## src/common/icache_pkg.sv

```systemverilog
`default_nettype none

package icache_pkg;

   // -------------------------------------------------------------------------
   // Fixed widths of the fetch port and the AXI read path
   // -------------------------------------------------------------------------
   localparam int unsigned ADDR_W   = 32;                  // Byte address
   localparam int unsigned FETCH_W  = 128;                 // One fetch word
   localparam int unsigned ID_W     = 16;                  // Fetch transaction ID
   localparam int unsigned AXI_W    = 64;                  // One read beat

   // Byte offset inside one fetch word
   localparam int unsigned OFFSET_W = $clog2(FETCH_W / 8);

   // -------------------------------------------------------------------------
   // Payload types
   // -------------------------------------------------------------------------
   typedef logic [ADDR_W-1:0]  addr_t;
   typedef logic [FETCH_W-1:0] fetch_word_t;
   typedef logic [ID_W-1:0]    fetch_id_t;
   typedef logic [AXI_W-1:0]   axi_beat_t;

endpackage

`default_nettype wire
```

## src/refill/refill_ar_buffer.sv

```systemverilog
`timescale 1ns/10ps
`default_nettype none

module refill_ar_buffer
#(
   parameter int unsigned AR_DEPTH = 2
)
(
   input  logic              clk,
   input  logic              rst_n,
   input  logic              in_valid_i,
   input  icache_pkg::addr_t in_addr_i,
   output logic              in_ready_o,
   output logic              out_valid_o,   // Straight to the AR channel
   output icache_pkg::addr_t out_addr_o,
   input  logic              out_ready_i
);
   import icache_pkg::*;

   localparam int unsigned PTR_W = (AR_DEPTH > 1) ? $clog2(AR_DEPTH) : 1;
   localparam int unsigned CNT_W = $clog2(AR_DEPTH + 1);

   addr_t             mem_q [AR_DEPTH];
   logic [PTR_W-1:0]  wr_ptr_q;
   logic [PTR_W-1:0]  rd_ptr_q;
   logic [CNT_W-1:0]  count_q;
   logic              push;
   logic              pop;

   function automatic logic [PTR_W-1:0] ptr_next(input logic [PTR_W-1:0] ptr);
      return (ptr == PTR_W'(AR_DEPTH - 1)) ? '0 : ptr + 1'b1;
   endfunction

   assign in_ready_o  = (count_q != CNT_W'(AR_DEPTH));
   assign out_valid_o = (count_q != '0);
   assign out_addr_o  = mem_q[rd_ptr_q];   // Held until the AR transfer
   assign push        = in_valid_i && in_ready_o;
   assign pop         = out_valid_o && out_ready_i;

   always_ff @(posedge clk)
   begin
      if (push)
      begin
         mem_q[wr_ptr_q] <= in_addr_i;
      end
   end

   // ------------------------------------------------------------------------
   // Pointers and fill level
   // ------------------------------------------------------------------------
   always_ff @(posedge clk or negedge rst_n)
   begin
      if (!rst_n)
      begin
         wr_ptr_q <= '0;
         rd_ptr_q <= '0;
         count_q  <= '0;
      end
      else
      begin
         if (push)
         begin
            wr_ptr_q <= ptr_next(wr_ptr_q);
         end
         if (pop)
         begin
            rd_ptr_q <= ptr_next(rd_ptr_q);
         end
         case ({push, pop})
            2'b10:   count_q <= count_q + 1'b1;
            2'b01:   count_q <= count_q - 1'b1;
            default: count_q <= count_q;
         endcase
      end
   end

endmodule

`default_nettype wire

```

## config.mk

```make
export PLATFORM = sky130hd
export DESIGN_NAME = refill_ar_buffer
export DESIGN_NICKNAME = d
export VERILOG_FILES = /design/src/common/icache_pkg.sv /design/src/refill/refill_ar_buffer.sv
export SDC_FILE = /design/constraint.sdc
export NUM_CORES = 1
export LEC_CHECK = 0
export BUFFER_PORTS_ARGS = -buffer_cell sky130_fd_sc_hd__buf_2
export CORE_AREA = 2 2 138 73
export DETAILED_ROUTE_END_ITERATION = 16
export DIE_AREA = 0 0 140 75
export PLACE_DENSITY_LB_ADDON = 0.3
export SYNTH_ARGS = -nofsm -noshare
export SYNTH_HDL_FRONTEND = slang
export SYNTH_SLANG_ARGS = --single-unit
```

## constraint.sdc

```tcl
create_clock -name clk -period 2.5 [get_ports clk]
set_clock_uncertainty 0.15 [all_clocks]
set_input_delay 0.5 -clock clk [delete_from_list [all_inputs] [get_ports clk]]
set_output_delay 0.5 -clock clk [all_outputs]
set_load 0.02 [all_outputs]
```

# Yosys cells after proc, flatten, opt, wreduce, memory -nomap -nowiden
# Memories as Yosys holds them, arrays and structs flattened.
# Cells that the tools add are included.
classes:
  addsub: 4
  muxes: 5
  n_reduce_logical: 4
  n_eq_ne: 3
ops:
  columns: ["operator", "n"]
  rows:
  - ["$mux 1", 4]
  - ["$pmux 2 s2", 1]
  - ["$reduce_bool 2->1", 2]
  - ["$add 1x1->1 const B", 2]
  - ["$add 2x1->2 const B", 1]
  - ["$eq 2x1->1 const B", 1]
  - ["$eq 2x2->1 const B", 1]
  - ["$logic_and 1x1->1", 2]
  - ["$ne 2x2->1 const B", 1]
  - ["$sub 2x1->2 const B", 1]
word_totals:
  word_cells: 20
  n_memories: 1
  inputBits: 36
  regBits: 4
  out_inout_bits: 34
  ramBits: 64
mem_list:
  columns: ["name", "words", "width", "rd", "rd_ports_with_merged_regs", "wr", "line_no", "source"]
  rows:
  - ["mem_q", 2, 32, 1, 0, 1, "refill_ar_buffer.sv:23", "addr_t mem_q [AR_DEPTH];"]

# Depth between registers and ports, before layout
logic_depth:
  depth_word: 4
  mapped_depth: 6
  ltp_nobuf: 6

# Worst setup path after synthesis
# Ideal clock, no wire load.
synth_path:
  path_type: "flip-flop to flip-flop"
  startpoint: "register count_q[0]"
  endpoint: "memory mem_q[0][0] (netlist bit), enable pin"
  period_less_slack_ns: 2.732
  setup_time_ns: 0.421
  path_buffers: 0
  required_ns: 1.929
  arrival_ns: 2.161
  setup_slack_ns: -0.232
  stages_incl_launch_ff: 4
  cell_sequence: "dfrtp_1 > nand2b_1 > nand2_1 > nor2_1"
synth_via:
  elab_chain_cells: 4
synth_lines:
  columns: ["element", "line_no", "source"]
  rows:
  - ["start: declaration", "refill_ar_buffer.sv:26", "logic [CNT_W-1:0] count_q;"]
  - ["start signal: assignment", "refill_ar_buffer.sv:70", "2'b10: count_q <= count_q + 1'b1;"]
  - ["start signal: assignment", "refill_ar_buffer.sv:71", "2'b01: count_q <= count_q - 1'b1;"]
  - ["start signal: assignment", "refill_ar_buffer.sv:72", "default: count_q <= count_q;"]
  - ["$ne 2x2->1", "refill_ar_buffer.sv:34", "assign in_ready_o = (count_q != CNT_W'(AR_DEPTH));"]
  - ["named net in_ready_o", "refill_ar_buffer.sv:13", "output logic in_ready_o,"]
  - ["$logic_and 1x1->1", "refill_ar_buffer.sv:37", "assign push = in_valid_i && in_ready_o;"]
  - ["$mux 1", "refill_ar_buffer.sv:42", "if (push)"]
  - ["$mux 1 (implied by the code)", "refill_ar_buffer.sv:44", "mem_q[wr_ptr_q] <= in_addr_i;"]
  - ["end: declaration", "refill_ar_buffer.sv:23", null]
# The timed path passes the listed nets, and every way through them passes these cells.

# Worst setup path after layout
layout_path:
  startpoint: "register rd_ptr_q"
  endpoint: "output port out_addr_o[0]"
layout_via:
  elab_chain_cells: 1
layout_lines:
  columns: ["element", "line_no", "source"]
  rows:
  - ["start: declaration", "refill_ar_buffer.sv:25", "logic [PTR_W-1:0] rd_ptr_q;"]
  - ["start signal: assignment", "refill_ar_buffer.sv:67", "rd_ptr_q <= ptr_next(rd_ptr_q);"]
  - ["$mem_v2 2x32", null, null]
  - ["end: declaration", "refill_ar_buffer.sv:15", "output icache_pkg::addr_t out_addr_o,"]
# Every way passes these cells.

==> flow_summary.toml <==
[setup_path]
cp-end-kind = "output port"
r2r_slack_ns = 0.80
path_cells = "buf_4, mux2_2, buf_2"
r2r_start = "count_q[0]"
cp-start-kind = "flop"
ff2ff_path_depth = 5
slowest_delay_ns = 0.38
setup.worst_path.class = "reg -> out"
critPathRequiredTime_ns = 1.85
r2r-end = "count_q[1]"
slowest_stage = "mux2_2"
crit_fanout = 18
arrival_ns = 1.48

[sta]
setup_tns_ns = 0
tightest_slew_ns = 0.275
slew_viol_final = 0
finalSetupViolCount = 0
finalCritPeriodShare_pct = 85.3
post-route-min-period_ns = 2.13
rsz0062_at_grt = "no"
max_freq_mhz = 469
hold_violations = 0
slew_headroom_pct = 81.7

[clock_network]
cts.reportedPaths.clkPinSlew_ns = 0.05
clk_latency_ns = 0.32
root_buffer = "clkbuf_16"
cts_resized = 0
cts_tree = "yes"
cts_buffers = 9
clockBufferDepth = 2
cts_num_sinks = 68
cts.htree.levels = 3

[synthesis]
ys_seq_area_share_pct = 80.2
synthCells = 117
synth_top_area_cell = "edfxtp_1"
synth_top_area_share_pct = 76.2
ys_top_cells_by_area = "edfxtp_1 (76%), mux2_2 (13%), dfrtp_1 (4.0%), buf_6 (1.8%), xnor2_1 (1.0%)"
ys_types = 14
syn_area_sq_mm = 0.00252
synth_nets = 154
synth_edf_count = 64
ys.flop_type = "edfxtp_1"
synth_warnings = 0
synth_common_cells = "edfxtp_1 (64), mux2_2 (30), buf_6 (4), dfrtp_1 (4), xnor2_1 (3)"
synth_most_common_cell = "edfxtp_1"
syn_area_per_cell_sq_um = 21.6
synth-seq-cells = 68
synthArstFlopShare_pct = 5.88

[global_routing]
grt-ovfl-total = 0
antenna_found_initial = 0
track_usage_pct = 9.93
grt_max_degree = 19
grt_pass1_vias = 1284
grt_first_pass_wirelength_mm = 7.08

[floorplan]
die_w_um = 140
design.core.area_sq_mm = 0.00923
initial_core_util_pct = 27.3
die_h_um = 75
ios = 70
die_area_sq_mm = 0.0105
rows = 25

[detailed_routing]
ant_nets = 0
wl_mm = 4.67
drtPass1Iterations = 12
wl_per_cell_um = 14.3
vias_per_cell = 3.99
drtIter0Drc = 65
drc_errors = 5
vias = 1301

[cells_and_area]
finalNetCount = 237
drive_gt1_share_pct = 58.5
area_growth_pct = 32.5
final_cell_area_sq_mm = 0.00334
fill_cells = 876
num_antenna_cells = 0
seq_area_sq_mm = 0.00202
multi_input_area_sq_um = 463

[power]
vdd_drop_max_mv = 0.467
power_per_cell_area_mw_per_mm2 = 1270
leakage_nw = 1.27

[hold_path]
holdCritPathClass = "in -> reg"
holdPathEnd = "mem_q[1][15]"
worstHoldStart = "in_addr_i[15]"
holdPathStages = 1

[place]
place.gp.congestion = 0.708
place_area_sq_mm = 0.00303
dp_hpwl_mm = 3.15
port_buffers = 69

[flow_run]
max_cap_violations = 0

[outcome]
failed_checks = "design-rule violations"
outcome = "complete, but fails checks"
==> area by class of cell <==
type                            count  share of cell area [%]
Sequential cell                    68                    60.5
Multi-Input combinational cell     45                    13.8
Timing Repair Buffer               76                    12.0
Clock buffer                        9                    6.74
Tap cell                          121                    4.53
Clock inverter                      7                    2.43
==> worst max-delay path by stage <==
stage | start | endpoint | slack [ns] | depth (start not counted)
2_1_floorplan | count_q[0] | mem_q[0][0] | 0.29 | 3
3_3_place_gp | rd_ptr_q | out_addr_o[0] | 0.70 | 3
3_5_place_dp | rd_ptr_q | out_addr_o[0] | 0.68 | 3
4_1_cts | rd_ptr_q | out_addr_o[0] | 0.31 | 3
5_1_grt | rd_ptr_q | out_addr_o[0] | 0.26 | 3
6_report | rd_ptr_q | out_addr_o[0] | 0.37 | 3
==> sequential cells by signal, summed over array words and instances, names as in the netlist <==
name	cells
mem_q	64
count_q	2
rd_ptr_q	1
wr_ptr_q	1
==> kinds of logic (layout without fill, tap and decap cells) <==
kind of cell	after synthesis	in the layout	share of synthesized area, %
adder cells (fa/ha/maj)	1	1	0.496
flip-flops	68	68	80.2
AND/OR/NAND/NOR	7	7	1.54
XOR/XNOR	5	5	1.74
multiplexers	32	32	14.3
buffers and inverters	4	92	1.79
==> per-stage QoR <==
| stage | total power, W | utilization (%) | hold slack, ns | std cells | setup WS (ns) |
|---|---|---|---|---|---|
| floorplan | 0.00261 | - | 0.0544 | 117 | 0.292 |
| global placement | 0.00302 | 32.8 | 0.170 | 309 | 0.700 |
| detailed placement | 0.00303 | 32.8 | 0.167 | 309 | 0.677 |
| CTS | 0.00435 | 36.2 | 0.194 | 326 | 0.312 |
| global route | 0.00450 | 36.2 | 0.185 | 326 | 0.259 |
| finish | 0.00426 | 36.2 | 0.212 | 326 | 0.367 |
==> cell usage in the layout (no fill, tap or decap) <==
cell and count:
nand2_1 1, nand2b_1 1, edfxtp_1 64, mux2_2 30, dlygate4sd3_1 1, and3_1 1, and2_4 1, nor2_1 1
dfrtp_1 4, mux2_1 2, xor2_1 2, clkinv_2 2, buf_4 6, or2_1 1, xnor2_1 3, clkinv_1 3
bufinv_16 2, clkbuf_16 9, nor2_4 1, ha_1 1, buf_2 69
==> worst max-delay path, delay by kind of cell (launching register included) <==
kind | cells | cell delay [ns]
mux | 1 | 0.38
flops | 1 | 0.34
buf+inv | 2 | 0.43
==> per-layer routing <==
layer / wire length (um) / GRT usage [%] / vias to the layer above
met1: 2260 / 12.3 / 622
met5: 0 / 0 / -
met2: 1970 / 13.6 / 50
li1: - / - / 623
met4: 70 / 5.05 / 0
met3: 369 / 6.11 / 6
==> repair_timing <==
| item | 4_1_cts | 5_1_grt |
|---|---|---|
| hold buffers | 1 | 0 |
| endpoints found under the hold margin | 4 | 0 |
| buffers inserted | 0 | 0 |
==> where the power goes <==
part           switching, W  leakage [nW]  internal [W]
sequential        0.0000723         0.641       0.00156
clock              0.000426         0.152      0.000857
combinational      0.000801         0.475      0.000538
total               0.00130          1.27       0.00296
(Power assumes the default switching activity.)
