### config.mk
export PLATFORM = sky130hd
export DESIGN_NAME = icache_ram_way
export DESIGN_NICKNAME = d
export VERILOG_FILES = /design/src/logic/icache_ram_way.sv
export SDC_FILE = /design/constraint.sdc
export NUM_CORES = 1
export LEC_CHECK = 0
export BUFFER_PORTS_ARGS = -buffer_cell sky130_fd_sc_hd__buf_2
export CORE_MARGIN = 4
export CORE_UTILIZATION = 58
export CTS_CLUSTER_SIZE = 12
export DETAILED_ROUTE_END_ITERATION = 8
export MAX_ROUTING_LAYER = met4
export PLACE_DENSITY = 0.91
export SLEW_MARGIN = 5
export SYNTH_ARGS = -nofsm -noshare
export SYNTH_HDL_FRONTEND = slang
export SYNTH_SLANG_ARGS = --single-unit
### constraint.sdc
create_clock -name clk -period 2.1 [get_ports clk]
set_input_delay 0.315 -clock clk [delete_from_list [all_inputs] [get_ports clk]]
set_output_delay 0.315 -clock clk [all_outputs]
set_load 0.02 [all_outputs]
### src/logic/icache_ram_way.sv
`timescale 1ns/10ps
`default_nettype none

module icache_ram_way
#(
   parameter int unsigned NUM_ROWS = 16,
   parameter type         entry_t  = logic
)
(
   input  logic                        clk,
   input  logic                        rst_n,
   input  logic                        req_i,
   input  logic                        write_i,
   input  logic [$clog2(NUM_ROWS)-1:0] addr_i,   // Row index
   input  entry_t                      wdata_i,
   output entry_t                      rdata_o
);

   entry_t mem_q [NUM_ROWS];

   // Write port
   always_ff @(posedge clk)
   begin
      if (req_i && write_i)
      begin
         mem_q[addr_i] <= wdata_i;
      end
   end

   // Read data appears one cycle after the request and holds until the next read
   always_ff @(posedge clk or negedge rst_n)
   begin
      if (!rst_n)
      begin
         rdata_o <= '0;
      end
      else if (req_i && !write_i)
      begin
         rdata_o <= mem_q[addr_i];
      end
   end

endmodule

`default_nettype wire

# Word level (Yosys, flattened, before mapping)
# Memories as Yosys holds them, arrays and structs flattened. A register that Yosys moved wholly into a read port is not among the register bits.
# Cells that the tools add are included.
totals:
  mem_count: 1
  register_bits: 0
  elab_cells: 7
  output_inout_bits: 1
  in_bits: 9
  ram_bits: 16
memory_table:
  columns: ["name", "depth", "word_bits", "rd", "rd_clocked_by_memory_dff", "wr", "line", "text"]
  rows:
  - ["mem_q", 16, 1, 1, 1, 1, "19", "entry_t mem_q [NUM_ROWS];"]
classes:
  reduce_logical: 4
  n_mux: 2
op_table:
  columns: ["cell", "count"]
  rows:
  - ["$logic_and A1 B1 Y1", 2]
  - ["$logic_not A1 Y1", 2]
  - ["$mux W1", 2]

# Longest topological paths before layout
# Gate-level depths: netlist (run 1).
depth:
  ltp_word: 3
  mapped_depth: 4
  depth_no_buf: 3

# Worst setup path before layout (run 1)
# No wires, ideal clock.
synth_path:
  path_kind: "input to register"
  from: "input addr_i[0]"
  to: "memory mem_q[0] (netlist name) (enable)"
  setup_ns: 0.312
  cell_stages: 3
  t_arrival_ns: 1.064
  required_time_ns: 1.788
  n_path_buf: 1
  setup_slack_ns: 0.724
  path_cell_list: "buf_6 > or3_2 > nor3_1"
synth_lines:
  columns: ["item", "line", "text"]
  rows:
  - ["start: declaration", "14", "input logic [$clog2(NUM_ROWS)-1:0] addr_i,"]
  - ["end: declaration", "19", null]
# No word-level cell before the write port.

==> impl_metrics.csv, run 1 <==
group,metric,value,unit
detailed_routing,wl,1619,microns
grt,grt_pass1_vias,582,
clock_network,cts_buffers,3,
clock_network,ctsLongestPathBuffers,2,
synth,syn_nets,68,
clock_network,cts_resized,0,
final_layout,diodes,0,
final_layout,fin_cells,85,
die,die_width,45.30,microns
placed_design,dp_hpwl,1168,microns
job,maxCapViolCount,0,
run_status,status,"completed",
final_layout,layout_commonest_cell,"edfxtp_1",
detailed_routing,drcViolationCount,0,
final_layout,drive_above_1_share,27.14,%
pwr,leakagePower,0.2995,nW
grt,grt_usage,19.77,%
timing,slew_headroom,83.58,%
placed_design,dp_cells,80,
die,floorplan.initialDensity,62.02,%
synth,synth_cells,59,
worst_setup_path,crit_fanout,1,
pwr,power_density,695.7,mW/mm^2
worst_setup_path,cp_slowest_cell,"mux4_2",
die,die-area,0.002052,sq mm
clock_network,htreeDepth,1,
worst_setup_path,cp-end-kind,"flip-flop",
placed_design,gp_congestion,0.8028,
detailed_routing,dr.pass1.iters,4,
die,pin_count,10,
placed_design,port_buffers,9,
hold_path,hold_class,"primary input to async pin",
synth,yosysUniqueCellTypes,21,
worst_setup_path,reg2regPathDepth,3,
die,core,0.001301,sq mm
timing,fin_crit,1.296,ns
synth,synth-seq-cells,17,
timing,min_period_over_period,61.70,%
synth,syn_avg_cell_area,13.68,sq um
die,die_y,45.30,microns
final_layout,layout_common_cells,"edfxtp_1 (16), nor2_1 (14), buf_2 (9)",
detailed_routing,dr.first_iter.drc_count,17,
final_layout,seq_area,505.5,sq um
clock_network,clk-insertion-delay-late,0.29,ns
timing,finalMaxSlewViolations,0,
timing,whs,0.3264,ns
placed_design,place_ws,0.5872,ns
timing,tns,0,ns
synth,synth.yosys.seq_area_share,62.64,%
timing,fin_ws,0.8044,ns
timing,hold_viol,0,
timing,tightest_slew,0.2464,ns
worst_setup_path,cp_cell_sequence,"mux4_2, a22oi_2, a31oi_1",
pwr,vdd_drop_max,438.9,uV
timing,setup_viol,0,
grt,grt_start_max_net_pins,17,
clock_network,cts.clk_slew.worst_paths,0.09,ns
clock_network,cts.sinks,17,
grt,grt_pass1_wl,2635,microns
clock_network,ctsRootBufferMaster,"clkbuf_4",
final_layout,fillerInstances,99,
detailed_routing,vias,548,
clock_network,cts_tree,"built",
synth,synth_warnings,0,
detailed_routing,avgViaCountPerCell,6.447,
final_layout,layout.nets,80,
worst_setup_path,crit_path_start_kind,"flip-flop",
final_layout,syn_to_final_growth,9.923,%
final_layout,multi_input_area,280.3,sq um
detailed_routing,wl_per_cell,19.05,microns
detailed_routing,ant_nets,0,
grt,grt_overflow,0,
worst_setup_path,crit_type,"flip-flop to flip-flop",
worst_setup_path,worstPathRequired,2.27,ns
worst_setup_path,slowest_delay,0.48,ns
synth,synthesis.area,807.0,sq um
worst_setup_path,arrival,1.46,ns
timing,rsz0062_at_grt,"false",
grt,antenna_found_initial,0,
timing,final.setup_skew,0.003317,ns
timing,fmax,771.8,MHz
final_layout,finalCoreUtilization,68.17,%
die,rows,13,
[power breakdown]
| part | switching (mW) | internal, mW |
|---|---|---|
| Clock | 0.101 | 0.0709 |
| Sequential | 0.00294 | 0.377 |
| Combinational | 0.0399 | 0.0258 |
| Total | 0.144 | 0.474 |
[registers in the layout (all words and copies together), names as in the netlist]
name and count:
mem_q 16, rdata_o 1
[per-stage QoR]
stage                     instance area (sq um)  total power [mW]
after floorplan                           807.0            0.4265
after global placement                    849.6            0.4454
after detailed placement                  849.6            0.4512
after CTS                                 887.1            0.6181
after global routing                      887.1            0.6369
final                                     887.1            0.6171
[per-layer routing]
layer  GRT usage [%]  up-vias  part of all wire, %
li1                -      246                    -
met1           20.42      274                   39
met2           34.75       23                   53
met3           2.789        5                  5.1
met4           12.28        0                  2.6
met5               -        -                    0
[path summary, 6_finish.rpt]
path / start / endpoint / slack, ns
worst min-delay path: rst_n / rdata_o$_DFFE_PN0P_ / 0.33
worst max-delay path: mem_q[11]$_DFFE_PP_ / rdata_o$_DFFE_PN0P_ / 0.80
min in group clk: wdata_i / mem_q[6]$_DFFE_PP_ / 0.40
worst max register to register: mem_q[11]$_DFFE_PP_ / rdata_o$_DFFE_PN0P_ / 0.80
worst min register to register: rdata_o$_DFFE_PN0P_ / rdata_o$_DFFE_PN0P_ / 0.60
max in group asynchronous: rst_n / rdata_o$_DFFE_PN0P_ / 1.68
[logic make-up (layout without fill, tap and decap cells)]
group	count (synthesis)	count (layout)	share of synthesized area [%]
multiplexers	5	5	11.32
AND/OR/NAND/NOR	31	31	19.69
buffers and inverters	3	14	2.636
AO/OA/AOI/OAI	3	3	3.721
flip-flops	17	17	62.64
[cell usage after synthesis]
cell	instances	area share (%)
and2b_2	1	1.1
nand4b_1	2	2.2
nor2b_1	1	0.78
nand2_1	2	0.93
a22oi_2	1	1.6
or3_2	1	0.93
mux4_1	1	3.3
nand3_1	1	0.62
dfrtp_1	1	3.1
nand2b_1	2	1.6
nor3_1	4	2.5
edfxtp_1	16	60
mux2i_1	2	2.5
o221a_2	1	1.4
buf_2	2	1.2
mux4_2	2	5.6
nand3b_1	2	1.9
nand4_1	1	0.78
a31oi_1	1	0.78
nor2_1	14	6.5
buf_6	1	1.4
[what timing repair did]
action,in CTS,in global routing
setup endpoints to repair,0,0
hold endpoints to repair,1,0
buffers inserted,0,0
hold buffers,1,0
[area by class of cell]
cell class / count / area share (%)
flip-flops and latches: 17 / 56.98
multi-input cells: 39 / 31.59
repair buffers: 10 / 6.206
clock buffers: 3 / 2.539
well taps: 15 / 2.116
clock inverters: 1 / 0.5642
[worst max-delay path: cells and delay by family (launching register included)]
kind	cells	cell delay [ns]
AO/OA/AOI/OAI	2	0.30
multiplexers	1	0.48
flip-flops	1	0.38
Note: power is estimated with default switching activity, not from simulation.
==> run 2: changes to the inputs <==
Settings changed: ABC_AREA from default to 1, CORE_UTILIZATION 58 to 49, PLACE_DENSITY 0.91 to 0.83.
Clock period 2.1 ns to 1.1 ns, I/O delays scaled along.
==> run 2 against run 1 <==
Against the previous run: register-to-register slack got worse by 0.72 ns; sequential cell count stayed put; sequential share of layout area shrank 1.9 points; first-iteration DRC count grew 47%; final area grew 3.4%; power rose by 90%; fmax rose by 28%; hold slack worse by 0.14 ns; critical endpoint unchanged.
==> impl_metrics.csv, run 2 <==
group,metric,value,unit
clock_network,ctsLongestPathBuffers,2,
final_layout,layout.nets,119,
placed_design,dp_cells,120,
die,pin_count,10,
grt,grt_pass1_vias,598,
pwr,power_density,1278,mW/mm^2
clock_network,cts_resized,0,
worst_setup_path,r2r_start,"mem_q[3]$_DFFE_PP_",
hold_path,hold_end,"rdata_o$_DFFE_PN0P_",
timing,fin_crit,1.013,ns
clock_network,cts.clk_slew.worst_paths,0.10,ns
worst_setup_path,reg2regPathDepth,8,
clock_network,cts.sinks,17,
synth,synth.area.top_cells,"edfxtp_1 (58%), nand2_1 (15%), nor2_1 (10%)",
final_layout,largest_reg_flops,16,
worst_setup_path,crit_type,"flip-flop to flip-flop",
detailed_routing,vias,652,
clock_network,htreeDepth,1,
clock_network,cts_buffers,3,
timing,min_period_over_period,92.13,%
final_layout,top_register,"mem_q",
timing,hold_viol,0,
grt,antenna_found_initial,0,
synth,synth_ff_type,"edfxtp_1",
timing,finalMaxSlewViolations,0,
die,core,0.001559,sq mm
grt,grt_start_max_net_pins,17,
timing,setup_viol,0,
detailed_routing,wl_per_cell,12.22,microns
clock_network,clk-insertion-delay-late,0.29,ns
run_status,status,"completed",
synth,yosysUniqueCellTypes,9,
synth,synth_cells,96,
synth,synth_warnings,0,
timing,rsz0062_at_grt,"true",
worst_setup_path,crit_fanout,1,
detailed_routing,ant_nets,0,
synth,synth_top_area_cell,"edfxtp_1",
die,floorplan.initialDensity,53.29,%
synth,synth.yosys.seq_area_share,60.84,%
worst_setup_path,arrival,1.19,ns
worst_setup_path,cp_common_cell,"nand2_1",
die,die_width,49.18,microns
synth,synth_edf_count,16,
worst_setup_path,cp_cell_sequence,"nand2_1, nand2_1, nand2_1, nand2_1, nand2_1, nand3_1, nor2_1, nor2_1",
timing,tightest_slew,0.2306,ns
detailed_routing,dr.first_iter.drc_count,25,
final_layout,fin_cells,125,
hold_path,min-delay-start,"write_i",
job,maxCapViolCount,0,
timing,tns,0,ns
worst_setup_path,worstPathRequired,1.28,ns
hold_path,hold_class,"primary input to flip-flop",
synth,syn_nets,105,
worst_setup_path,r2r-end,"rdata_o$_DFFE_PN0P_",
final_layout,top_regs,"mem_q: 16 flops, rdata_o: 1 flops",
die,rows,14,
clock_network,ctsRootBufferMaster,"clkbuf_4",
final_layout,drive_above_1_share,13.76,%
placed_design,gp_congestion,0.8088,
placed_design,port_buffers,9,
worst_setup_path,cp-end-kind,"flip-flop",
worst_setup_path,crit_path_start_kind,"flip-flop",
final_layout,fillerInstances,135,
clock_network,cts_tree,"built",
placed_design,dp_hpwl,1197,microns
final_layout,layout_common_cells,"nand2_1 (34), nor2_1 (23), edfxtp_1 (16)",
clock_network,cts_setup_buffers,0,
grt,grt_usage,14.30,%
final_layout,layout_commonest_cell,"nand2_1",
synth,async_flop_share,5.882,%
synth,syn_avg_cell_area,8.654,sq um
pwr,vdd_drop_max,820.2,uV
die,die-area,0.002418,sq mm
detailed_routing,wl,1528,microns
timing,whs,0.1825,ns
grt,grt_overflow,0,
detailed_routing,avgViaCountPerCell,5.216,
timing,final.setup_skew,0.008766,ns
synth,synth_common_cells,"nand2_1 (34), nor2_1 (23), edfxtp_1 (16)",
hold_path,min_path_cells,4,
synth,synthesis.area,830.8,sq um
timing,fin_ws,0.08661,ns
detailed_routing,drcViolationCount,0,
detailed_routing,dr.pass1.iters,4,
worst_setup_path,r2r_setup_slack,0.09,ns
synth,synth.top_cell.area_share,57.83,%
synth,synth_most_common_cell,"nand2_1",
timing,slew_headroom,84.63,%
pwr,leakagePower,0.4026,nW
grt,grt_pass1_wl,2532,microns
worst_setup_path,cp_slowest_cell,"edfxtp_1",
worst_setup_path,slowest_delay,0.40,ns
timing,fmax,986.8,MHz
die,die_y,49.18,microns
final_layout,syn_to_final_growth,10.39,%
pwr,total_power,1.172,mW
synth,synth-seq-cells,17,
final_layout,diodes,0,
placed_design,place_ws,0.03578,ns
[run 2: cell types whose count changed in the layout (fill, tap and decap cells not counted), sizes merged, moves of 2 or more]
cell / change
inv: +10
mux2i: -2
mux4: -3
nand2: +32
nand2b: -2
nand3: +8
nand3b: -2
nand4b: -2
nor2: +9
nor3: -4
[run 2: how the worst max path moves through the flow]
stage	cells past startpoint	start	to
detailed placement	4	addr_i[0]	mem_q[10]$_DFFE_PP_
floorplan	4	addr_i[1]	mem_q[0]$_DFFE_PP_
global placement	4	addr_i[0]	mem_q[4]$_DFFE_PP_
finish	8	mem_q[3]$_DFFE_PP_	rdata_o$_DFFE_PN0P_
global route	8	mem_q[13]$_DFFE_PP_	rdata_o$_DFFE_PN0P_
CTS	1	rdata_o$_DFFE_PN0P_	rdata_o
[run 2: kinds of logic (layout without fill, tap and decap cells)]
logic type | after synthesis | count (layout) | synth area share [%]
flip-flops | 17 | 17 | 60.84
buffers and inverters | 12 | 25 | 7.229
AND/OR/NAND/NOR | 67 | 67 | 31.93
[run 2: metrics by stage]
| step | utilization, % | instance area [sq um] |
|---|---|---|
| 2_1_floorplan | - | 830.8 |
| 3_3_place_gp | 56.50 | 880.8 |
| 3_5_place_dp | 56.50 | 880.8 |
| 4_1_cts | 58.83 | 917.1 |
| 5_1_grt | 58.83 | 917.1 |
| 6_report | 58.83 | 917.1 |
[run 2: final cells by class]
cell class | count | area [sq um] | share of cell area [%]
multi-input combinational | 67 | 265.3 | 28.92
inverter | 10 | 37.54 | 4.093
tap | 16 | 20.02 | 2.183
clock buffer | 4 | 26.28 | 2.865
sequential | 17 | 505.5 | 55.12
timing repair buffer | 11 | 62.56 | 6.821
[run 2: layer usage]
layer / GRT usage [%] / vias to the layer above / routed length, microns
met5: - / - / 0
met4: 5.687 / 0 / 25
met3: 2.446 / 4 / 122
met2: 23.66 / 31 / 721
met1: 17.22 / 286 / 659
li1: - / 331 / -
[run 2: critical path, delay by kind of cell (launching register included)]
kind             cells  cell delay (ns)
DFF                  1             0.40
and+or+nand+nor      8             0.50
[run 2: repair_timing]
item | in CTS | in global routing
hold buffers | 1 | 0
hold endpoints to repair | 1 | 0
endpoints found under the setup margin | 0 | 1
[run 2: power breakdown]
part           switching (mW)  internal (mW)
Clock                   0.179          0.141
Sequential            0.00526          0.720
Combinational          0.0847         0.0426
