==> src/common/icache_pkg.sv <==
`default_nettype none

package icache_pkg;

   // -------------------------------------------------------------------------
   // Fixed widths of the fetch port and the AXI read path
   // -------------------------------------------------------------------------
   localparam int unsigned ADDR_W   = 32;                  // Byte address
   localparam int unsigned FETCH_W  = 128;                 // One fetch word
   localparam int unsigned ID_W     = 16;                  // Fetch transaction ID
   localparam int unsigned AXI_W    = 64;                  // One read beat

   // Byte offset inside one fetch word
   localparam int unsigned OFFSET_W = $clog2(FETCH_W / 8);

   // -------------------------------------------------------------------------
   // Payload types
   // -------------------------------------------------------------------------
   typedef logic [ADDR_W-1:0]  addr_t;
   typedef logic [FETCH_W-1:0] fetch_word_t;
   typedef logic [ID_W-1:0]    fetch_id_t;
   typedef logic [AXI_W-1:0]   axi_beat_t;

endpackage

`default_nettype wire
==> src/logic/icache_controller.sv <==
`timescale 1ns/10ps
`default_nettype none

module icache_controller
#(
   parameter int unsigned NUM_WAYS   = 2,
   parameter int unsigned LINE_WORDS = 2,
   parameter int unsigned NUM_ROWS   = 16,
   localparam int unsigned IDX_W     = $clog2(NUM_ROWS),
   localparam int unsigned WSEL_W    = $clog2(LINE_WORDS),
   localparam int unsigned WAY_W     = (NUM_WAYS > 1) ? $clog2(NUM_WAYS) : 1,
   localparam int unsigned TAG_W     = icache_pkg::ADDR_W - icache_pkg::OFFSET_W
                                       - WSEL_W - IDX_W
)
(
   input  logic                                     clk,
   input  logic                                     rst_n,
   // Fetch port
   input  logic                                     fetch_req_i,
   input  icache_pkg::addr_t                        fetch_addr_i,
   input  icache_pkg::fetch_id_t                    fetch_id_i,
   output logic                                     fetch_grant_o,
   output icache_pkg::fetch_word_t                  fetch_rdata_o,
   output logic                                     fetch_rvalid_o,
   output icache_pkg::fetch_id_t                    fetch_rid_o,
   // Tag and data ways
   output logic [IDX_W-1:0]                         ram_addr_o,
   output logic                                     ram_write_o,
   output logic [NUM_WAYS-1:0]                      tag_req_o,
   output logic [NUM_WAYS-1:0]                      data_req_o,
   output logic [TAG_W:0]                           tag_wdata_o,
   output icache_pkg::fetch_word_t [LINE_WORDS-1:0] line_wdata_o,
   input  logic [NUM_WAYS-1:0][TAG_W:0]             tag_rdata_i,
   input  icache_pkg::fetch_word_t [LINE_WORDS-1:0] data_rdata_i,
   output logic [WAY_W-1:0]                         way_sel_o,
   // Refill path
   output logic                                     ar_valid_o,
   output icache_pkg::addr_t                        ar_addr_o,
   input  logic                                     ar_ready_i,
   input  logic                                     line_valid_i,
   input  icache_pkg::fetch_word_t [LINE_WORDS-1:0] line_i,
   output logic                                     line_taken_o,
   // Flush
   input  logic                                     flush_req_i,
   output logic                                     flush_ack_o
);
   import icache_pkg::*;

   typedef enum logic [2:0] {S_FLUSH, S_IDLE, S_LOOKUP, S_AR, S_WAIT, S_ACK} state_t;

   state_t             state_q;
   state_t             state_d;
   logic [IDX_W-1:0]   row_q;        // Flush walk row
   logic               ack_pend_q;   // Walk was requested, not started by reset
   logic [WAY_W-1:0]   victim_q;     // Round-robin replacement pointer
   logic [TAG_W-1:0]   tag_q;
   logic [IDX_W-1:0]   idx_q;
   logic [WSEL_W-1:0]  word_q;
   fetch_id_t          id_q;
   logic               take;
   logic               hit;
   logic [WAY_W-1:0]   hit_way;
   logic               refill;
   logic               row_last;

   assign fetch_grant_o = (state_q == S_IDLE) && !flush_req_i;
   assign take          = fetch_req_i && fetch_grant_o;
   assign fetch_rid_o   = id_q;
   assign flush_ack_o   = (state_q == S_ACK);
   assign ar_valid_o    = (state_q == S_AR);
   assign ar_addr_o     = {tag_q, idx_q, {(WSEL_W + OFFSET_W){1'b0}}};   // Line aligned
   assign refill        = (state_q == S_WAIT) && line_valid_i;
   assign line_taken_o  = refill;
   assign line_wdata_o  = line_i;
   assign ram_write_o   = (state_q == S_FLUSH) || refill;
   assign tag_wdata_o   = (state_q == S_FLUSH) ? '0 : {1'b1, tag_q};
   assign way_sel_o     = hit_way;
   assign row_last      = (row_q == IDX_W'(NUM_ROWS - 1));

   // Tag compare across all ways
   always_comb
   begin
      hit     = 1'b0;
      hit_way = '0;
      for (int w = 0; w < NUM_WAYS; w++)
      begin
         if (tag_rdata_i[w][TAG_W] && (tag_rdata_i[w][TAG_W-1:0] == tag_q))
         begin
            hit     = 1'b1;
            hit_way = WAY_W'(w);
         end
      end
   end

   // ------------------------------------------------------------------------
   // Next state and RAM control
   // ------------------------------------------------------------------------
   always_comb
   begin
      state_d    = state_q;
      ram_addr_o = idx_q;
      tag_req_o  = '0;
      data_req_o = '0;
      unique case (state_q)
         S_FLUSH:
         begin
            ram_addr_o = row_q;
            tag_req_o  = '1;                                 // Clear the row in every way
            if (row_last)
            begin
               state_d = ack_pend_q ? S_ACK : S_IDLE;
            end
         end
         S_IDLE:
         begin
            ram_addr_o = fetch_addr_i[OFFSET_W + WSEL_W +: IDX_W];
            if (flush_req_i)
            begin
               state_d = S_FLUSH;
            end
            else if (take)
            begin
               tag_req_o  = '1;
               data_req_o = '1;
               state_d    = S_LOOKUP;
            end
         end
         S_LOOKUP: state_d = hit ? S_IDLE : S_AR;
         S_AR:
         begin
            if (ar_ready_i)
            begin
               state_d = S_WAIT;
            end
         end
         S_WAIT:
         begin
            if (line_valid_i)
            begin
               tag_req_o[victim_q]  = 1'b1;                  // Line and tag into the victim
               data_req_o[victim_q] = 1'b1;
               state_d              = S_IDLE;
            end
         end
         S_ACK:    state_d = S_IDLE;
         default:  state_d = S_IDLE;
      endcase
   end

   always_ff @(posedge clk or negedge rst_n)
   begin
      if (!rst_n)
      begin
         state_q        <= S_FLUSH;                          // Reset runs the tag walk
         row_q          <= '0;
         ack_pend_q     <= 1'b0;
         victim_q       <= '0;
         fetch_rvalid_o <= 1'b0;
      end
      else
      begin
         state_q        <= state_d;
         fetch_rvalid_o <= ((state_q == S_LOOKUP) && hit) || refill;
         if (state_q == S_FLUSH)
         begin
            row_q <= row_last ? '0 : row_q + 1'b1;
         end
         if ((state_q == S_IDLE) && flush_req_i)
         begin
            ack_pend_q <= 1'b1;
         end
         else if (state_q == S_ACK)
         begin
            ack_pend_q <= 1'b0;
         end
         if (refill)
         begin
            victim_q <= (victim_q == WAY_W'(NUM_WAYS - 1)) ? '0 : victim_q + 1'b1;
         end
      end
   end

   // Fetch fields and response word
   always_ff @(posedge clk)
   begin
      if (take)
      begin
         tag_q  <= fetch_addr_i[ADDR_W-1 -: TAG_W];
         idx_q  <= fetch_addr_i[OFFSET_W + WSEL_W +: IDX_W];
         word_q <= fetch_addr_i[OFFSET_W +: WSEL_W];
         id_q   <= fetch_id_i;
      end
      if ((state_q == S_LOOKUP) && hit)
      begin
         fetch_rdata_o <= data_rdata_i[word_q];
      end
      else if (refill)
      begin
         fetch_rdata_o <= line_i[word_q];                    // Answer straight from the refill line
      end
   end

endmodule

`default_nettype wire

==> config.mk <==
export PLATFORM = sky130hd
export DESIGN_NAME = icache_controller
export DESIGN_NICKNAME = d
export VERILOG_FILES = /design/src/common/icache_pkg.sv /design/src/logic/icache_controller.sv
export SDC_FILE = /design/constraint.sdc
export NUM_CORES = 1
export LEC_CHECK = 0
export BUFFER_PORTS_ARGS = -buffer_cell sky130_fd_sc_hd__buf_2
export CAP_MARGIN = 20
export CORE_AREA = 2 2 427 429
export DETAILED_ROUTE_END_ITERATION = 10
export DIE_AREA = 0 0 429 431
export PLACE_DENSITY = 0.3
export SYNTH_ARGS = -nofsm -noshare
export SYNTH_HDL_FRONTEND = slang
export SYNTH_SLANG_ARGS = --single-unit
==> constraint.sdc <==
create_clock -name clk -period 11.9 [get_ports clk]
set_clock_uncertainty 0.05 [all_clocks]
set_input_delay 1.785 -clock clk [delete_from_list [all_inputs] [get_ports clk]]
set_output_delay 1.785 -clock clk [all_outputs]
set_load 0.02 [all_outputs]
==> Yosys cells after proc, flatten, opt, wreduce, memory -nomap -nowiden <==
Cells that the tools add are included.
{ "totals": {"reg_bits": 182, "in_bits": 614, "wordCells": 72} }
{ "classes": {"addsub": 2, "n_lt_le_gt_ge": 3, "eq_ne": 12, "mux": 30, "n_reduce_logical": 15} }
{ "ops": {"columns": ["cell", "count"], "rows": [
  ["two-way mux 128 bit", 6],
  ["== test 23 bit", 2],
  ["two-way mux 24 bit", 1],
  ["two-way mux 3 bit", 6],
  ["case mux 3 bit (5 select lines)", 1],
  ["logical AND 1 bit", 8],
  ["two-way mux 2 bit", 4],
  ["case mux 4 bit (2 select lines)", 1],
  ["two-way mux 1 bit", 7],
  ["== test 3 x 2 -> 1 bit (second input constant)", 2],
  ["== test 3 bit (second input constant)", 2],
  ["case mux 2 bit (3 select lines)", 1],
  ["adder 4 x 1 -> 4 bit (second input constant)", 1],
  ["== test 4 bit (second input constant)", 1],
  ["< comparator 1 x 2 -> 1 bit (second input constant)", 2],
  ["two-way mux 4 bit", 1],
  ["inequality test 2 bit (second input constant)", 2],
  ["case mux 2 bit (2 select lines)", 1],
  ["AND reduction 4 bit", 1],
  ["nonzero test 2 bit", 2],
  ["== test 3 x 1 -> 1 bit (second input constant)", 1],
  ["zero test 3 bit", 1],
  ["inequality test 3 bit (second input constant)", 1],
  ["logical OR 1 bit", 2],
  ["5 further kinds", 5]
]} }

==> Logic depth before layout (Yosys ltp) <==
{ "depth": {"depth_word": 6, "depth_mapped": 7, "depth_no_buf": 6} }

==> Least setup slack after synthesis <==
No wires, ideal clock.
{ "synth_timing": {"path_kind": "input to register", "startpoint": "input tag_rdata_i[41] (netlist name)", "endpoint": "register fetch_rvalid_o", "t_arrival_ns": 11.534, "setup_slack_ns": -0.741, "cell_stages": 5, "n_path_buf": 0, "cell_sequence": "xor2_1 > nor4_1 > nand4_1 > a2bb2oi_1 > o21ai_0"} }
{ "synth_via": {"elab_chain_cells": 5} }
{ "synth_lines": {"columns": ["element", "line_no", "source"], "rows": [
  ["from (decl)", "icache_controller.sv:33", "input logic [NUM_WAYS-1:0][TAG_W:0] tag_rdata_i,"],
  ["== test 23 bit", "icache_controller.sv:87", "if (tag_rdata_i[w][TAG_W] && (tag_rdata_i[w][TAG_W-1:0] == tag_q))"],
  ["logical AND 1 bit", "icache_controller.sv:87", null],
  ["two-way mux 1 bit", "icache_controller.sv:87", null],
  ["logical AND 1 bit", "icache_controller.sv:163", "fetch_rvalid_o <= ((state_q == S_LOOKUP) && hit) || refill;"],
  ["logical OR 1 bit", "icache_controller.sv:163", null],
  ["to (signal assigned)", "icache_controller.sv:163", null],
  ["to (decl)", "icache_controller.sv:24", "output logic fetch_rvalid_o,"]
]} }
Every way passes these cells.
A chain may end at the register's enable or synchronous reset.

==> Worst setup path in the final report <==
{ "layout_timing": {"startpoint": "input tag_rdata_i[26] (netlist name)", "endpoint": "output way_sel_o"} }
{ "layout_via": {"elab_chain_cells": 3} }
{ "layout_lines": {"columns": ["element", "line_no", "source"], "rows": [
  ["== test 23 bit", "icache_controller.sv:87", null],
  ["logical AND 1 bit", "icache_controller.sv:87", null],
  ["two-way mux 1 bit", "icache_controller.sv:87", null],
  ["to (decl)", "icache_controller.sv:35", "output logic [WAY_W-1:0] way_sel_o,"]
]} }
Every way passes these cells.

==> impl_metrics.json <==
{
  "drt_pass1_iterations": 5,
  "hold_buffers": 0,
  "avgSynthCellArea_sq_um": 12.29,
  "p_int_w": 0.001443,
  "cts-root-buf": "clkbuf_16",
  "worstPathMaxFanout": 2,
  "synthArstFlopShare": 0.05495,
  "layout_common_cells": "buf_2, mux2i_1, edfxtp_1",
  "gr-usage-all-layers": 0.1065,
  "syn2layout_area_growth_pct": 52.41,
  "grt_antenna_before_repair": 32,
  "swShare": 0.4276,
  "ios": 1085,
  "p_comb_frac": 0.400,
  "power_w": 0.002520,
  "synthFlopType": "edfxtp_1",
  "io_buffers": 1075,
  "drive_gt1_frac": 0.6069,
  "period_share": 0.4770,
  "routed_wl_mm": 102.0,
  "final_nets": 2450,
  "fmax_mhz": 176.2,
  "final_common_cell": "buf_2",
  "syn_inst": 1036,
  "pwr-share-clk": 0.247,
  "synth.distinct_cells": 38,
  "clockBufferDepth": 2,
  "cp.required_ns": 10.07,
  "cts_setup_buffers": 0,
  "syn_area_sq_um": 12730,
  "synth_seq_cells": 182,
  "core_area_sq_um": 180200,
  "routed-via-count": 11260,
  "worst_pin_slew_ns": 1.017,
  "cts_buffers": 17,
  "routedWlPerCell_um": 24.16,
  "overflow": 0,
  "die_width_um": 429,
  "drc": 0,
  "min_period_ns": 5.676,
  "dpl-instance-area_sq_um": 18850,
  "post-route-util": 0.1077,
  "gp_congestion": 0.8962,
  "cp-start-kind": "input port",
  "status": "finished clean",
  "grt_max_degree": 91,
  "initialDrtViolationCount": 491,
  "ant_nets": 0,
  "cts_resized": 0,
  "ir_drop_mv": 0.1266,
  "die_h_um": 431,
  "synth_edf_count": 172,
  "clock-sinks": 182,
  "powerDensity_nw_per_um2": 129.9,
  "slew_headroom": 0.3222,
  "finalHoldViolations": 0,
  "dp_hpwl_mm": 90.05,
  "clock_latency_ns": 0.55,
  "maxCapViolations": 0,
  "rows": 156,
  "crit_arrival_ns": 3.84,
  "switchingPower_w": 0.001078,
  "drv_slew": 0,
  "grt_pass1_vias": 11410,
  "cts_tree": "done",
  "path_clk_slew_ns": 0.09,
  "rsz0062_at_grt": "false",
  "critPathKind": "in -> out",
  "power.leakage_nw": 8.410,
  "hold_path_class": "reg -> reg",
  "end_kind": "output pin",
  "initial_core_util": 0.07066,
  "cts.htree.levels": 4,
  "yosysSeqAreaShare": 0.4254,
  "finalHoldWorstSlack_ns": 0.4579,
  "die-area_sq_um": 184900,
  "setup_violations": 0,
  "yosys_warnings": 0,
  "setup_tns_ns": 0,
  "stdcell_area_sq_um": 19400,
  "grt_first_pass_wirelength_mm": 125.6,
  "vias_per_cell": 2.667,
  "seqPwrFrac": 0.353
}
## layout make-up
cell class	instances	area [sq um]
multi-input cells	544	4954
inverters	4	15.01
flip-flops and latches	182	5415
diodes	6	15.01
fillers	20850	160800
repair buffers	1086	5500
well taps	2370	2965
clock inverters	12	103.9
clock buffers	19	432.9
## sequential cells by signal, indices dropped and copies added, names as in the netlist
signal and flops:
row_q 4, ack_pend_q 1, fetch_rdata_o 128, victim_q 1, word_q 1, state_q 3
fetch_rvalid_o 1, fetch_rid_o 16, tag_q 23, idx_q 4
## worst max-delay path, stage by stage
cell,delay [ns]
buf_2,0.10
xor2_1,0.24
nor4_1,0.76
nand4_1,0.27
nor2_1,0.43
buf_2,0.25
## metal layers
layer / part of all wire / up-vias / track usage / wire length [um]
met3: 0.11 / 77 / 0.04974 / 10900
li1: - / 5086 / - / -
met1: 0.35 / 5526 / 0.1109 / 36150
met4: 0.023 / 0 / 0.03006 / 2306
met5: 0 / - / 0 / 0
met2: 0.52 / 573 / 0.1903 / 52680
## worst paths after layout
kind | startpoint | to | slack (ns) | depth (start not counted)
hold reg to reg | victim_q | victim_q | 0.46 | 1
min in group asynchronous | rst_n | row_q[3] | 1.05 | 1
setup reg to reg | tag_q[5] | fetch_rdata_o[34] | 7.32 | 7
setup / recovery | tag_rdata_i[26] | way_sel_o | 6.22 | 6
hold / removal | victim_q | victim_q | 0.46 | 1
max in group asynchronous | rst_n | ack_pend_q | 10.52 | 1
## cell families after synthesis
kind of cell / Yosys count / share of synthesized area
buffers and inverters: 314 / 0.1876
flip-flops: 182 / 0.4254
other: 1 / 0.0002946
AO/OA/AOI/OAI: 19 / 0.01013
AND/OR/NAND/NOR: 83 / 0.03745
multiplexers: 388 / 0.3051
XOR/XNOR: 48 / 0.03303
adder cells (fa/ha/maj): 1 / 0.0009827
## cells in the mapped netlist (2+ instances only)
master / count / area [sq um]
a21oi_1: 2 / 10.01
buf_2: 6 / 30.03
clkbuf_1: 29 / 108.9
and4_1: 3 / 26.28
xnor2_1: 32 / 280.3
nor4_2: 2 / 25.02
nor4_1: 4 / 25.02
nor2_1: 7 / 26.28
o21ai_0: 9 / 45.04
and2_1: 25 / 156.4
nand3_1: 2 / 10.01
nand2b_1: 2 / 12.51
nand4_1: 12 / 75.07
edfxtp_1: 172 / 5165
nand2_1: 17 / 63.81
nor3_1: 4 / 20.02
xor2_1: 16 / 140.1
buf_12: 13 / 260.3
buf_4: 261 / 1959
inv_1: 4 / 15.01
mux2i_1: 388 / 3884
dfrtp_1: 10 / 250.2
## metrics by stage
step | worst slack [ns] | std cells
final | 6.224 | 4223
after global routing | 6.279 | 4217
after CTS | 6.240 | 4217
after detailed placement | 5.811 | 4186
after global placement | 5.783 | 4186
after floorplan | 2.911 | 1040
## power by group through the flow
stage / clock, W / combinational [W] / sequential (W)
after floorplan: 0 / 0.000500 / 0.000985
after global placement: 0 / 0.00104 / 0.000907
after detailed placement: 0 / 0.00104 / 0.000904
after CTS: 0.000666 / 0.00104 / 0.000891
after global routing: 0.000674 / 0.00108 / 0.000901
final: 0.000622 / 0.00101 / 0.000889
(Power assumes the default switching activity.)
